<file path="src/lsu_pkg.sv">
// shared widths and enumerations of the load/store unit
// access type encoding and controller states
package lsu_pkg;

  //////////////////////////////////////////////////////////////
  // widths
  //////////////////////////////////////////////////////////////

  // byte address of the core and the bus
  localparam int unsigned AddrWidth   = 32;
  // bus data word
  localparam int unsigned DataWidth   = 32;
  // one enable per byte lane
  localparam int unsigned BeWidth     = DataWidth / 8;
  // byte position within a word
  localparam int unsigned OffsetWidth = $clog2(BeWidth);

  //////////////////////////////////////////////////////////////
  // encodings
  //////////////////////////////////////////////////////////////

  // access size as sent by the core, both upper codes mean byte
  typedef enum logic [1:0] {
    LSU_WORD     = 2'b00,
    LSU_HALF     = 2'b01,
    LSU_BYTE     = 2'b10,
    LSU_BYTE_ALT = 2'b11
  } lsu_type_e;

  // bus request sequencing
  // _MIS states belong to the first half of a split access
  typedef enum logic [2:0] {
    IDLE,
    WAIT_GNT_MIS,
    WAIT_RVALID_MIS,
    WAIT_GNT,
    WAIT_RVALID_MIS_GNTS_DONE
  } ls_fsm_e;

endpackage

</file>
<file path="src/lsu_xfer_if.sv">
// transfer attributes from the controller to the load aligner
// registered at each granted access, plus the first-half capture strobe
interface lsu_xfer_if import lsu_pkg::*; ();

  // byte offset of the original request
  logic [OffsetWidth-1:0] offset_q;
  // word, half word or byte
  lsu_type_e              type_q;
  // sign extend half word and byte loads
  logic                   sign_ext_q;
  // first half response of a split load is on the bus
  logic                   rdata_update;

  // controller side drives everything
  modport ctrl (
    output offset_q, type_q, sign_ext_q, rdata_update
  );

  // load aligner only looks
  modport align (
    input offset_q, type_q, sign_ext_q, rdata_update
  );

endinterface

</file>
<file path="src/lsu_load_align.sv">
// load side realignment
// first-half data register, word merge and zero/sign extension
module lsu_load_align import lsu_pkg::*; (
  input  logic                 clk_i,
  input  logic                 rst_ni,
  lsu_xfer_if.align            xfer,
  input  logic [DataWidth-1:0] rdata_i,
  output logic [DataWidth-1:0] rdata_o
);

  // upper three bytes of the first half response
  logic [DataWidth-1:8]   rdata_q;
  // first half bytes placed below the current response
  logic [2*DataWidth-1:0] rdata_cat;
  // realigned word, half word and byte
  logic [DataWidth-1:0]   rdata_w;
  logic [15:0]            rdata_h;
  logic [7:0]             rdata_b;

  //////////////////////////////////////////////////////////////
  // first half capture
  //////////////////////////////////////////////////////////////

  // lane 0 of the first half never belongs to a split access
  always_ff @(posedge clk_i) begin
    if (xfer.rdata_update) begin
      rdata_q <= rdata_i[DataWidth-1:8];
    end
  end

  //////////////////////////////////////////////////////////////
  // realignment
  //////////////////////////////////////////////////////////////

  // bytes of the request start at lane offset of this concatenation
  assign rdata_cat = {rdata_i, rdata_q, 8'h00};

  // offset 0 is a single aligned word, no merge
  always_comb begin
    if (xfer.offset_q == '0) begin
      rdata_w = rdata_i;
    end else begin
      rdata_w = rdata_cat[{xfer.offset_q, 3'b000} +: DataWidth];
    end
  end

  // only offset 3 crosses into the second word
  always_comb begin
    if (xfer.offset_q == '1) begin
      rdata_h = rdata_cat[{xfer.offset_q, 3'b000} +: 16];
    end else begin
      rdata_h = rdata_i[{xfer.offset_q, 3'b000} +: 16];
    end
  end

  assign rdata_b = rdata_i[{xfer.offset_q, 3'b000} +: 8];

  //////////////////////////////////////////////////////////////
  // extension
  //////////////////////////////////////////////////////////////

  always_comb begin
    unique case (xfer.type_q)
      LSU_WORD: rdata_o = rdata_w;
      LSU_HALF: rdata_o = {{(DataWidth-16){xfer.sign_ext_q & rdata_h[15]}}, rdata_h};
      default:  rdata_o = {{(DataWidth-8){xfer.sign_ext_q & rdata_b[7]}}, rdata_b};
    endcase
  end

  // the mux selects come from controller registers and must stay known
  offset_type_known: assert property (
    @(posedge clk_i) disable iff (!rst_ni)
    !$isunknown({xfer.offset_q, xfer.type_q})
  ) else $error("load aligner selects unknown");

endmodule

</file>
<file path="src/flat_wrapper.sv">
// flat-port wrapper written by rule: the top's interface ports become plain ports
module lsu_load_align_flat import lsu_pkg::*;
  (clk_i, rst_ni, rdata_i, rdata_o, xfer_offset_q, xfer_type_q, xfer_sign_ext_q, xfer_rdata_update);
  lsu_xfer_if xfer_i ();
  input  logic clk_i;
  input  logic rst_ni;
  input  logic [DataWidth-1:0] rdata_i;
  output logic [DataWidth-1:0] rdata_o;
  input wire logic [$bits(xfer_i.offset_q)-1:0] xfer_offset_q;
  input wire logic [$bits(xfer_i.type_q)-1:0] xfer_type_q;
  input wire logic [$bits(xfer_i.sign_ext_q)-1:0] xfer_sign_ext_q;
  input wire logic [$bits(xfer_i.rdata_update)-1:0] xfer_rdata_update;
  assign xfer_i.offset_q = xfer_offset_q;
  assign xfer_i.type_q = xfer_type_q;
  assign xfer_i.sign_ext_q = xfer_sign_ext_q;
  assign xfer_i.rdata_update = xfer_rdata_update;
  lsu_load_align u_core (.clk_i(clk_i), .rst_ni(rst_ni), .xfer(xfer_i), .rdata_i(rdata_i), .rdata_o(rdata_o));
endmodule
</file>
<file path="config.mk">
export PLATFORM = sky130hd
export DESIGN_NAME = lsu_load_align_flat
export DESIGN_NICKNAME = d
export VERILOG_FILES = /design/src/lsu_pkg.sv /design/src/lsu_xfer_if.sv /design/src/lsu_load_align.sv /design/src/flat_wrapper.sv
export SDC_FILE = /design/constraint.sdc
export NUM_CORES = 1
export LEC_CHECK = 0
export ABC_AREA = 1
export BUFFER_PORTS_ARGS = -buffer_cell sky130_fd_sc_hd__clkbuf_2
export CAP_MARGIN = 20
export CORE_MARGIN = 2
export CORE_UTILIZATION = 54
export CTS_BUF_LIST = sky130_fd_sc_hd__clkbuf_16
export DETAILED_ROUTE_END_ITERATION = 6
export PLACE_DENSITY_LB_ADDON = 0.12
export SYNTH_ARGS = -nofsm -noshare
export SYNTH_HDL_FRONTEND = slang
export SYNTH_SLANG_ARGS = --single-unit
</file>
<file path="constraint.sdc">
create_clock -name clk_i -period 1.9 [get_ports clk_i]
set_input_delay 0.095 -clock clk_i [delete_from_list [all_inputs] [get_ports clk_i]]
set_output_delay 0.095 -clock clk_i [all_outputs]
set_load 0.05 [all_outputs]
</file>
==> qor.json <==
{
  "multiInputGateArea_mm2": 0.00151,
  "endpoint_kind": "primary output",
  "critPathLaunchType": "input port",
  "number_of_port_buffers": 70,
  "dpl.hpwl_um": 4930,
  "syn_inst": 407,
  "synth_compound_area_share_pct": 3.43,
  "synth.net_count": 447,
  "met2_length_um": 3630,
  "maxSlewViolCount": 0,
  "crit_path_top_delay_cell": "nor2_1",
  "cts_hold_buf": 0,
  "fin_crit_sh_pct": 88.5,
  "ant_nets": 0,
  "post_synth_xor_xnor_area_pct": 0,
  "share_of_synthesized_area_occupied_by_flip_flops_and_latches_pct": 29.9,
  "initial_core_util_pct": 55.7,
  "gpl.final_weighted_congestion": 0.891,
  "cts.sinks": 24,
  "antenna_found_initial": 0,
  "maxCapViolCount": 0,
  "critical_path_cell_list": "clkbuf_2, buf_12, nor2_2, nor2_1, a21oi_1, nand3_1, clkbuf_2",
  "detail_route.drc_violations": 0,
  "vias_per_cell": 5.63,
  "synth.area.mux_share_pct": 0,
  "antenna-diode-count": 0,
  "finalSetupViolations": 0,
  "top_register": "u_core.rdata_q",
  "overflow": 0,
  "synth.avg_cell_area_um2": 5.92,
  "num_rows": 24,
  "top_level_ports": 72,
  "met3RoutedLength_um": 596,
  "yosys_warnings": 0,
  "cts-buffers-inserted": 3,
  "die-area_mm2": 0.00501,
  "static_leak_nw": 1.67,
  "powerDensity_mw_per_mm2": 681,
  "worst_setup_hold_path_clk_slew_ns": 0.07,
  "route.top_layer_used": "met4",
  "postCtsSetupRepairBufs": 0,
  "design.core.area_mm2": 0.00432,
  "yosys.area_share.adder_pct": 0,
  "required_time_at_the_worst_slack_endpoint_ns": 1.80,
  "detail_route.wirelength.met1_um": 2960,
  "number_of_global_route_vias_before_repair": 2523,
  "drive_gt1_share_pct": 20.6,
  "dr_total_vias": 2921,
  "category_of_the_most_critical_setup_path": "input port to primary output",
  "power.ir.vdd_worst_mv": 0.397,
  "post-route-min-period_ns": 1.68,
  "area.sequential_um2": 721,
  "first_pass_iters": 5,
  "crit_path_max_incr_delay_ns": 0.48,
  "grt_start_max_net_pins": 60,
  "first_pass_grt_wire_length_um": 11700,
  "max-slew-margin-rel_pct": 53.1,
  "area_delta_synth_final_pct": 27.6,
  "synth_simple_gate_area_share_pct": 59.2,
  "layout.nets": 509,
  "die_width_um": 70.8,
  "chipHeight_um": 70.8,
  "total_power_mw": 2.09,
  "crit_path_max_fanout": 59,
  "mean_routed_wirelength_per_cell_um": 14.1,
  "run_status": "complete, no violations",
  "layout.cells.most_common": "nand2_1",
  "cp.arrival_ns": 1.59,
  "cts_resized": 0,
  "achievable-frequency_mhz": 595,
  "synth.distinct_cells": 22,
  "postRouteWirelength_um": 7310,
  "drt_first_iter_violations": 297,
  "crit_path_frequent_cell": "clkbuf_2",
  "top_regs": "u_core.rdata_q (24)",
  "mostFrequentLayoutCells": "244 x nand2_1, 73 x nand3_1, 54 x clkbuf_2, 24 x edfxtp_1, 17 x buf_12",
  "timing.final.hold_violations": 0,
  "rsz0062_at_grt": "false",
  "synthesis.area_mm2": 0.00241,
  "nFillCells": 391,
  "cts_max_level": 1,
  "timing.setup.tns_ns": 0,
  "worst_hold_class": "input port to flip-flop",
  "clockBufferDepth": 2,
  "postSynthRegisterBits": 24,
  "largest_register_ff_count": 24,
  "cts-root-buf": "clkbuf_16",
  "tightestPinTransition_ns": 0.704,
  "cts_tree": "built",
  "largest_family_of_logic_cells_by_synthesized_area": "simple AND/OR/NAND/NOR gates",
  "grt_util_all_layers_pct": 28.8
}
## report_power, final
group	switching, mW	internal, mW
combinational	0.633	0.332
sequential	0.0172	0.630
clock	0.201	0.280
## cell usage after synthesis
library cell / count / area, µm²
nor2_2: 3 / 18.8
nand4_4: 1 / 21.3
a21oi_1: 8 / 40.0
nand3_1: 73 / 365
clkinv_1: 1 / 3.75
nand2_4: 1 / 11.3
nor2_4: 1 / 11.3
nor2_1: 11 / 41.3
nand2_1: 244 / 916
o21ai_0: 6 / 30.0
clkbuf_1: 5 / 18.8
inv_1: 2 / 7.51
nand3_2: 1 / 10.0
buf_4: 4 / 30.0
buf_6: 6 / 67.6
nand3_4: 1 / 17.5
buf_2: 9 / 45.0
edfxtp_1: 24 / 721
o21ai_1: 1 / 5.00
nand2_2: 2 / 12.5
inv_2: 2 / 7.51
o211ai_1: 1 / 7.51
## worst paths after layout
check | depth (start not counted) | slack [ns] | start | endpoint
worst max-delay path | 7 | 0.22 | xfer_offset_q[0] | rdata_o[6]
worst min-delay path | 1 | 0.04 | rdata_i[31] | u_core.rdata_q[31]
## per-stage QoR
step	utilization [%]	hold slack (ns)	worst slack (ns)	instance area [µm²]	cells
after detailed placement	69.3	0.309	0.249	3000	516
after global placement	69.3	0.308	0.271	3000	516
after global routing	71.1	0.0363	0.0953	3070	519
after CTS	71.1	0.0367	0.245	3070	519
after floorplan	-	0.194	0.628	2410	407
final	71.1	0.0362	0.219	3070	519
## worst max-delay path, delay by kind of cell
family / cells / cell delay (ns)
AO/OA/AOI/OAI: 1 / 0.16
buffers and inverters: 3 / 0.63
AND/OR/NAND/NOR: 3 / 0.67
## routing by layer
layer / up-vias / global-route usage [%]
met1: 1286 / 38.7
met3: 13 / 3.42
met5: - / 0
li1: 1444 / -
met4: 0 / 12.6
met2: 178 / 46.8
## cells by family (layout without fill, tap and decap cells)
group	Yosys count	count (layout)
AO/OA/AOI/OAI	16	16
AND/OR/NAND/NOR	338	338
buffers and inverters	29	89
flip-flops	24	24
## area by class of cell
type	count	share of cell area [%]
clock buffer	3	2.44
inverter	5	0.611
multi-input combinational	354	49.1
sequential	24	23.5
tap	52	2.12
timing repair buffer	81	22.3
Note: power is estimated with default switching activity, not from simulation.
