==> config.mk <==
export PLATFORM = sky130hd
export DESIGN_NAME = lsu_fsm_flat
export DESIGN_NICKNAME = d
export VERILOG_FILES = /design/src/lsu_pkg.sv /design/src/lsu_xfer_if.sv /design/src/lsu_fsm.sv /design/src/flat_wrapper.sv
export SDC_FILE = /design/constraint.sdc
export NUM_CORES = 1
export LEC_CHECK = 0
export BUFFER_PORTS_ARGS = -buffer_cell sky130_fd_sc_hd__buf_2
export CAP_MARGIN = 10
export CORE_ASPECT_RATIO = 2
export CORE_UTILIZATION = 25
export CTS_CLUSTER_SIZE = 24
export DETAILED_ROUTE_END_ITERATION = 16
export MAX_ROUTING_LAYER = met4
export SYNTH_ARGS = -nofsm -noshare
export SYNTH_HDL_FRONTEND = slang
export SYNTH_SLANG_ARGS = --single-unit
==> constraint.sdc <==
create_clock -name clk_i -period 8 [get_ports clk_i]
set_input_delay 0.4 -clock clk_i [delete_from_list [all_inputs] [get_ports clk_i]]
set_output_delay 0.4 -clock clk_i [all_outputs]
set_load 0.02 [all_outputs]
==> src/lsu_pkg.sv <==
// shared widths and enumerations of the load/store unit
// access type encoding and controller states
package lsu_pkg;

  //////////////////////////////////////////////////////////////
  // widths
  //////////////////////////////////////////////////////////////

  // byte address of the core and the bus
  localparam int unsigned AddrWidth   = 32;
  // bus data word
  localparam int unsigned DataWidth   = 32;
  // one enable per byte lane
  localparam int unsigned BeWidth     = DataWidth / 8;
  // byte position within a word
  localparam int unsigned OffsetWidth = $clog2(BeWidth);

  //////////////////////////////////////////////////////////////
  // encodings
  //////////////////////////////////////////////////////////////

  // access size as sent by the core, both upper codes mean byte
  typedef enum logic [1:0] {
    LSU_WORD     = 2'b00,
    LSU_HALF     = 2'b01,
    LSU_BYTE     = 2'b10,
    LSU_BYTE_ALT = 2'b11
  } lsu_type_e;

  // bus request sequencing
  // _MIS states belong to the first half of a split access
  typedef enum logic [2:0] {
    IDLE,
    WAIT_GNT_MIS,
    WAIT_RVALID_MIS,
    WAIT_GNT,
    WAIT_RVALID_MIS_GNTS_DONE
  } ls_fsm_e;

endpackage

==> src/lsu_xfer_if.sv <==
// transfer attributes from the controller to the load aligner
// registered at each granted access, plus the first-half capture strobe
interface lsu_xfer_if import lsu_pkg::*; ();

  // byte offset of the original request
  logic [OffsetWidth-1:0] offset_q;
  // word, half word or byte
  lsu_type_e              type_q;
  // sign extend half word and byte loads
  logic                   sign_ext_q;
  // first half response of a split load is on the bus
  logic                   rdata_update;

  // controller side drives everything
  modport ctrl (
    output offset_q, type_q, sign_ext_q, rdata_update
  );

  // load aligner only looks
  modport align (
    input offset_q, type_q, sign_ext_q, rdata_update
  );

endinterface

==> src/lsu_fsm.sv <==
// bus request controller
// split detection, five-state request FSM, first-half error and error address
module lsu_fsm import lsu_pkg::*; (
  input  logic                 clk_i,
  input  logic                 rst_ni,
  // core request
  input  logic                 lsu_req_i,
  input  logic                 lsu_we_i,
  input  lsu_type_e            lsu_type_i,
  input  logic                 lsu_sign_ext_i,
  input  logic [AddrWidth-1:0] lsu_addr_i,
  // bus handshake
  input  logic                 data_gnt_i,
  input  logic                 data_rvalid_i,
  input  logic                 data_err_i,
  output logic                 data_req_o,
  output logic [AddrWidth-1:0] data_addr_o,
  output logic                 second_half_o,
  lsu_xfer_if.ctrl             xfer,
  // core status
  output logic                 lsu_req_done_o,
  output logic                 lsu_resp_valid_o,
  output logic                 lsu_rdata_valid_o,
  output logic                 load_err_o,
  output logic                 store_err_o,
  output logic [AddrWidth-1:0] lsu_err_addr_o,
  output logic                 busy_o
);

  ls_fsm_e                ls_fsm_cs, ls_fsm_ns;
  logic [OffsetWidth-1:0] offset;
  logic                   split_access;
  // high from the first grant to the second grant of a split access
  logic                   handle_mis_q, handle_mis_d;
  // first half error, valid once its response arrived
  logic                   lsu_err_q, lsu_err_d;
  logic                   we_q;
  // the second word address is the current one
  logic                   addr_incr;
  logic                   ctrl_update, addr_update, rdata_update;
  // request address, later the second address or the first failing one
  logic [AddrWidth-1:0]   addr_last_q, addr_last_d;
  logic [AddrWidth-1:0]   addr_second;
  logic                   any_err;

  assign offset = lsu_addr_i[OffsetWidth-1:0];

  // misaligned word, or half word running off the end of the word
  assign split_access = ((lsu_type_i == LSU_WORD) && (offset != '0)) ||
                        ((lsu_type_i == LSU_HALF) && (offset == '1));

  assign addr_second = {addr_last_q[AddrWidth-1:OffsetWidth] + 1'b1, {OffsetWidth{1'b0}}};

  //////////////////////////////////////////////////////////////
  // request FSM
  //////////////////////////////////////////////////////////////

  always_comb begin
    ls_fsm_ns    = ls_fsm_cs;
    data_req_o   = 1'b0;
    addr_incr    = 1'b0;
    handle_mis_d = handle_mis_q;
    lsu_err_d    = lsu_err_q;
    addr_update  = 1'b0;
    rdata_update = 1'b0;
    unique case (ls_fsm_cs)
      IDLE: begin
        if (lsu_req_i) begin
          data_req_o = 1'b1;
          lsu_err_d  = 1'b0;
          if (data_gnt_i) begin
            addr_update  = 1'b1;
            handle_mis_d = split_access;
            ls_fsm_ns    = split_access ? WAIT_RVALID_MIS : IDLE;
          end else begin
            ls_fsm_ns = split_access ? WAIT_GNT_MIS : WAIT_GNT;
          end
        end
      end
      WAIT_GNT_MIS: begin
        data_req_o = 1'b1;
        if (data_gnt_i) begin
          addr_update  = 1'b1;
          handle_mis_d = 1'b1;
          ls_fsm_ns    = WAIT_RVALID_MIS;
        end
      end
      WAIT_RVALID_MIS: begin
        // second half goes out while the first response is pending
        data_req_o = 1'b1;
        addr_incr  = 1'b1;
        if (data_rvalid_i) begin
          lsu_err_d    = data_err_i;
          rdata_update = ~we_q;
          // keep the first failing address
          addr_update  = data_gnt_i & ~data_err_i;
          handle_mis_d = ~data_gnt_i;
          ls_fsm_ns    = data_gnt_i ? IDLE : WAIT_GNT;
        end else if (data_gnt_i) begin
          handle_mis_d = 1'b0;
          ls_fsm_ns    = WAIT_RVALID_MIS_GNTS_DONE;
        end
      end
      WAIT_GNT: begin
        // aligned access, or second half after the first response
        data_req_o = 1'b1;
        addr_incr  = handle_mis_q;
        if (data_gnt_i) begin
          addr_update  = ~lsu_err_q;
          handle_mis_d = 1'b0;
          ls_fsm_ns    = IDLE;
        end
      end
      WAIT_RVALID_MIS_GNTS_DONE: begin
        // both granted, first response still owed
        addr_incr = 1'b1;
        if (data_rvalid_i) begin
          lsu_err_d    = data_err_i;
          addr_update  = ~data_err_i;
          rdata_update = ~we_q;
          ls_fsm_ns    = IDLE;
        end
      end
      default: begin
        ls_fsm_ns = IDLE;
      end
    endcase
  end

  always_ff @(posedge clk_i or negedge rst_ni) begin
    if (!rst_ni) begin
      ls_fsm_cs    <= IDLE;
      handle_mis_q <= 1'b0;
      lsu_err_q    <= 1'b0;
    end else begin
      ls_fsm_cs    <= ls_fsm_ns;
      handle_mis_q <= handle_mis_d;
      lsu_err_q    <= lsu_err_d;
    end
  end

  //////////////////////////////////////////////////////////////
  // transfer attributes and error address
  //////////////////////////////////////////////////////////////

  // first grant of each access, second half reuses them
  assign ctrl_update = data_req_o & data_gnt_i & ~handle_mis_q;

  always_ff @(posedge clk_i or negedge rst_ni) begin
    if (!rst_ni) begin
      xfer.offset_q   <= '0;
      xfer.type_q     <= LSU_WORD;
      xfer.sign_ext_q <= 1'b0;
      we_q            <= 1'b0;
    end else if (ctrl_update) begin
      xfer.offset_q   <= offset;
      xfer.type_q     <= lsu_type_i;
      xfer.sign_ext_q <= lsu_sign_ext_i;
      we_q            <= lsu_we_i;
    end
  end

  assign xfer.rdata_update = rdata_update;

  // core may drop its address after done, so the second word comes from here
  assign addr_last_d = addr_incr ? addr_second : lsu_addr_i;

  always_ff @(posedge clk_i) begin
    if (addr_update) begin
      addr_last_q <= addr_last_d;
    end
  end

  //////////////////////////////////////////////////////////////
  // outputs
  //////////////////////////////////////////////////////////////

  assign data_addr_o   = addr_incr ? addr_second
                                   : {lsu_addr_i[AddrWidth-1:OffsetWidth], {OffsetWidth{1'b0}}};
  assign second_half_o = handle_mis_q;

  // last grant of the access
  assign lsu_req_done_o = data_req_o & data_gnt_i & (handle_mis_q | ~split_access);

  // idle means no first-half response is still owed
  assign any_err           = lsu_err_q | data_err_i;
  assign lsu_resp_valid_o  = data_rvalid_i & (ls_fsm_cs == IDLE);
  assign lsu_rdata_valid_o = lsu_resp_valid_o & ~any_err & ~we_q;
  assign load_err_o        = lsu_resp_valid_o & any_err & ~we_q;
  assign store_err_o       = lsu_resp_valid_o & any_err & we_q;
  assign lsu_err_addr_o    = addr_last_q;
  assign busy_o            = (ls_fsm_cs != IDLE);

  state_legal: assert property (
    @(posedge clk_i) disable iff (!rst_ni)
    ls_fsm_cs inside {IDLE, WAIT_GNT_MIS, WAIT_RVALID_MIS, WAIT_GNT, WAIT_RVALID_MIS_GNTS_DONE}
  ) else $error("illegal controller state");

  addr_word_aligned: assert property (
    @(posedge clk_i) disable iff (!rst_ni)
    data_req_o |-> (data_addr_o[OffsetWidth-1:0] == '0)
  ) else $error("bus request with unaligned address");

endmodule

==> src/flat_wrapper.sv <==
// flat-port wrapper written by rule: the top's interface ports become plain ports
module lsu_fsm_flat import lsu_pkg::*;
  (clk_i, rst_ni, lsu_req_i, lsu_we_i, lsu_type_i, lsu_sign_ext_i, lsu_addr_i, data_gnt_i, data_rvalid_i, data_err_i, data_req_o, data_addr_o, second_half_o, lsu_req_done_o, lsu_resp_valid_o, lsu_rdata_valid_o, load_err_o, store_err_o, lsu_err_addr_o, busy_o, xfer_offset_q, xfer_type_q, xfer_sign_ext_q, xfer_rdata_update);
  lsu_xfer_if xfer_i ();
  input  logic clk_i;
  input  logic rst_ni;
  input  logic lsu_req_i;
  input  logic lsu_we_i;
  input  lsu_type_e lsu_type_i;
  input  logic lsu_sign_ext_i;
  input  logic [AddrWidth-1:0] lsu_addr_i;
  input  logic data_gnt_i;
  input  logic data_rvalid_i;
  input  logic data_err_i;
  output logic data_req_o;
  output logic [AddrWidth-1:0] data_addr_o;
  output logic second_half_o;
  output logic lsu_req_done_o;
  output logic lsu_resp_valid_o;
  output logic lsu_rdata_valid_o;
  output logic load_err_o;
  output logic store_err_o;
  output logic [AddrWidth-1:0] lsu_err_addr_o;
  output logic busy_o;
  output wire logic [$bits(xfer_i.offset_q)-1:0] xfer_offset_q;
  output wire logic [$bits(xfer_i.type_q)-1:0] xfer_type_q;
  output wire logic [$bits(xfer_i.sign_ext_q)-1:0] xfer_sign_ext_q;
  output wire logic [$bits(xfer_i.rdata_update)-1:0] xfer_rdata_update;
  assign xfer_offset_q = xfer_i.offset_q;
  assign xfer_type_q = xfer_i.type_q;
  assign xfer_sign_ext_q = xfer_i.sign_ext_q;
  assign xfer_rdata_update = xfer_i.rdata_update;
  lsu_fsm u_core (.clk_i(clk_i), .rst_ni(rst_ni), .lsu_req_i(lsu_req_i), .lsu_we_i(lsu_we_i), .lsu_type_i(lsu_type_i), .lsu_sign_ext_i(lsu_sign_ext_i), .lsu_addr_i(lsu_addr_i), .data_gnt_i(data_gnt_i), .data_rvalid_i(data_rvalid_i), .data_err_i(data_err_i), .data_req_o(data_req_o), .data_addr_o(data_addr_o), .second_half_o(second_half_o), .xfer(xfer_i), .lsu_req_done_o(lsu_req_done_o), .lsu_resp_valid_o(lsu_resp_valid_o), .lsu_rdata_valid_o(lsu_rdata_valid_o), .load_err_o(load_err_o), .store_err_o(store_err_o), .lsu_err_addr_o(lsu_err_addr_o), .busy_o(busy_o));
endmodule
==> results.txt <==
----------------------------------------------------
[CTS]
  TritonCTS buffer count ... 5
  Clock-pin transition on the worst setup and hold timing paths ... ~0.060 ns
  Clock Sink Count ... 43
  Buffer depth of the longest clock path ... 2
  CTS Hold Bufs ... 1
  Clock latency on the worst-skew pair ... around 0.29 ns
  Total of cells resized after clock tree synthesis ... 0
  Library cell used as clock root buffer ... sky130_fd_sc_hd__clkbuf_16
  Post-CTS setup buffer count ... 0
  Count of H-tree levels built during CTS ... 2
  CTS tree ... done

[Layout]
  Diode count ... 0
  Layout Cells excl Fill ... approximately 500
  Ratio of cells with drive above 1 in the final layout ... between 30% and 40%
  Synth-to-layout area growth ... 34.3%
  Final-layout fill cell count ... 1028
  Number of nets in the final layout ... just over 400

[Worst setup path]
  Required @ worst endpoint ... about 7.6 ns
  Capturing element type of the critical path ... primary output
  Startpoint kind of the worst setup timing path ... flop
  Maximum fanout count along the critical path ... 7
  Arrival time at the worst endpoint ... 2.41 ns
  WS Path Type ... flop to primary output

[STA]
  Least-Margin Pin Slew ... 1.02 ns
  Setup violations, final ... 0
  RSZ-0062 raised after global routing ... no
  Final TNS setup ... 0 ns
  Final clock skew ... 0.00920 ns
  Fin. Hold Viols ... 0
  Share of the clock period used by the worst path after layout ... between 30% and 40%
  Clock period minus final worst setup slack ... 2.81 ns
  Max_slew headroom ... between 30% and 40%
  Slew Viols, Final ... 0
  Fmax ... about 360 MHz

[Detailed routing]
  Post-route DRC ... 0
  Mean number of vias per cell ... 4.64
  Wire per inst ... 14.8 um
  First-pass DRT Iterations ... 4
  Total detailed-routing wirelength ... approximately 7400 um
  Via Count ... ~2300
  Antenna violation net count after detailed routing ... 0
  First-iteration detailed-routing DRC count ... 109

[Pwr]
  Overall power ... ~0.001 W
  Power per unit of standard cell area ... 295 nW/um2
  Worst VDD drop ... roughly 0.13 mV
  Lkg Pwr ... around 1.5 nW

[Synth]
  Top FF cell, synth ... sky130_fd_sc_hd__edfxtp_1
  Synth Area in XOR/XNOR ... ~9.7%
  Share of synthesized flip-flops with an asynchronous set or reset ... ~26%
  Synth Area per Inst ... between 9 and 10 um2
  Compound-Gate Fraction of Synth Area ... between 10% and 20%
  Share of the synthesized area in the top cell type ... between 30% and 40%
  Count of unique library cells instantiated by Yosys ... between 40 and 50
  Number of cells produced by synthesis ... 255
  Synth area leader ... sky130_fd_sc_hd__edfxtp_1
  Synthesized cell area ... approximately 2500 um2
  Yosys warning total ... 0
  Number of flops mapped to enable cells by yosys ... 32
  Sequential area share after synthesis ... about 50%
  Combinational family with the most area after synthesis ... simple AND/OR/NAND/NOR gates
  #FFs+latches synth ... 43
  Fraction of the mapped netlist area in adder cells ... 0.889%
  Post-Synth Simple-Gate Area ... between 20% and 30%
  Synth area leaders ... sky130_fd_sc_hd__edfxtp_1 38%, sky130_fd_sc_hd__dfrtp_1 11%, sky130_fd_sc_hd__nand2_1 5.3%, sky130_fd_sc_hd__xor2_1 5.2%, sky130_fd_sc_hd__xnor2_1 4.5%
  Multiplexer fraction of the synthesized cell area ... 5.23%

[Floorplan]
  Effective utilization at floorplan ... about a quarter
  Count of pins on the block boundary ... 120
  Die extent in y ... between 100 and 150 um
  Die Width ... around 73 um
  Standard-cell rows ... 51
  Area enclosed by the die boundary ... 10600 um2
  Core Footprint ... about 10000 um2

[Global route]
  Overflow left after global routing ... 0
  First-pass GRT wire length ... roughly 11000 um
  Pin count of the biggest net entering global routing ... 60
  Initial antenna violation count ... 0
  Total Routing Usage GR ... 14.9%
  Via count of the first global-routing pass ... 2328

[Placement]
  Last weighted congestion value of the routability-driven placer ... around 0.88
  Placed instance count ... around 490
  Half-perimeter wire length after placement ... between 5000 and 6000 um
  Count of buffers from port buffering ... ~120

[Flow run]
  Count of max-cap constraint violations ... 0

[Run status]
  Run status ... finished clean

[Worst hold path]
  Worst min-delay path category ... primary input to flop

----------------------------------------------------
## final cells by class
cell class                 instances  area, um2  area share [%]
sequential                        43       1240            36.3
tap                              132        165            4.85
clock inverter                     2       12.5           0.368
inverter                          11       41.3            1.21
clock buffer                       6        129            3.79
multi-input combinational        190       1220            35.7
timing repair buffer             119        603            17.7
## cells in the final DEF, fill, tap and decap left out, drive strengths merged, types with 2 or more instances in the layout
cell type,count
dfrtp,11
edfxtp,32
nand4,12
inv,11
and2,3
nor2,11
nand2,36
mux2,10
a31oi,2
xnor2,13
a21oi,5
clkbuf,6
buf,118
and3,5
conb,2
mux2i,2
xor2,15
nor3,14
nand3,13
nor4,3
o21ai,30
## cell usage after synthesis, types with 2 or more instances
master and instances:
sky130_fd_sc_hd__nor4_1 2, sky130_fd_sc_hd__mux2i_1 2, sky130_fd_sc_hd__o21ai_0 14, sky130_fd_sc_hd__nand4_1 11, sky130_fd_sc_hd__and2_1 3, sky130_fd_sc_hd__nand3_1 12, sky130_fd_sc_hd__nor2_1 11, sky130_fd_sc_hd__o21ai_1 14
sky130_fd_sc_hd__buf_2 5, sky130_fd_sc_hd__a31oi_1 2, sky130_fd_sc_hd__xnor2_1 13, sky130_fd_sc_hd__a21oi_1 5, sky130_fd_sc_hd__o21ai_2 2, sky130_fd_sc_hd__nor3_1 12, sky130_fd_sc_hd__clkbuf_1 4, sky130_fd_sc_hd__buf_4 3
sky130_fd_sc_hd__mux2_2 9, sky130_fd_sc_hd__dfrtp_1 11, sky130_fd_sc_hd__and3_1 5, sky130_fd_sc_hd__xor2_1 15, sky130_fd_sc_hd__nand2_1 36, sky130_fd_sc_hd__edfxtp_1 32, sky130_fd_sc_hd__inv_1 10
## cells by family (layout without fill, tap and decap cells)
family                   Yosys count  count (layout)
adder cells (fa/ha/maj)            2               2
buffers and inverters             23             138
AO/OA/AOI/OAI                     44              44
flip-flops                        43              43
other                              1               2
multiplexers                      12              12
XOR/XNOR                          28              28
AND/OR/NAND/NOR                  102             102
## per-layer routing
layer  wire length [um]  up-vias  track usage [%]
met3                339       13             2.44
li1                   -     1146                -
met2               4280       83             28.0
met1               2640     1094             13.9
met5                  0        -                -
met4                188        0             7.74
## sequential cells by signal, summed over array words and instances (netlist names)
signal                  count
u_core.lsu_err_addr_o      32
u_core.ls_fsm_cs            3
u_core.xfer.offset_q        2
u_core.xfer.type_q          2
u_core.lsu_err_q            1
u_core.second_half_o        1
u_core.we_q                 1
u_core.xfer.sign_ext_q      1
## where the power goes
group | switching (W) | internal [W] | total [W]
combinational | 0.000280 | 0.000146 | 0.000425
sequential | 0.0000595 | 0.000315 | 0.000375
clock | 0.0000873 | 0.000115 | 0.000203
total | 0.000427 | 0.000576 | 0.00100
## worst max-delay path: stages (launching register included)
cell and delay [ns]:
sky130_fd_sc_hd__edfxtp_1 0.42, sky130_fd_sc_hd__ha_1 0.27, sky130_fd_sc_hd__nand4_2 0.16, sky130_fd_sc_hd__nor4_4 0.51, sky130_fd_sc_hd__nand2_1 0.14, sky130_fd_sc_hd__xnor2_1 0.15
sky130_fd_sc_hd__mux2_1 0.31, sky130_fd_sc_hd__buf_2 0.17
## per-stage QoR
step                area, um2  util (%)  setup slack (ns)  hold slack, ns
floorplan                2540         -              5.11           0.104
global placement         3250      33.3              5.58           0.291
detailed placement       3250      33.3              5.49           0.293
CTS                      3400      34.9              5.16           0.330
global route             3400      34.9              5.01           0.340
finish                   3400      34.9              5.19           0.343
## worst paths after layout
check / start / cells past startpoint / slack (ns) / endpoint
max: u_core.lsu_err_addr_o[2]$_DFFE_PP_ / 7 / 5.19 / data_addr_o[30]
min: lsu_we_i / 2 / 0.34 / u_core.we_q$_DFFE_PN0P_
max reg2reg: u_core.ls_fsm_cs[0]$_DFFE_PN0P_ / 4 / 5.62 / u_core.lsu_err_addr_o[31]$_DFFE_PP_
min reg2reg: u_core.xfer.type_q[0]$_DFFE_PN0P_ / 1 / 0.51 / u_core.xfer.type_q[0]$_DFFE_PN0P_
max in group asynchronous: rst_ni / 2 / 7.26 / u_core.xfer.offset_q[1]$_DFFE_PN0P_
min in group asynchronous: rst_ni / 2 / 0.52 / u_core.ls_fsm_cs[2]$_DFFE_PN0P_
Power figures use the tool's default switching activity.
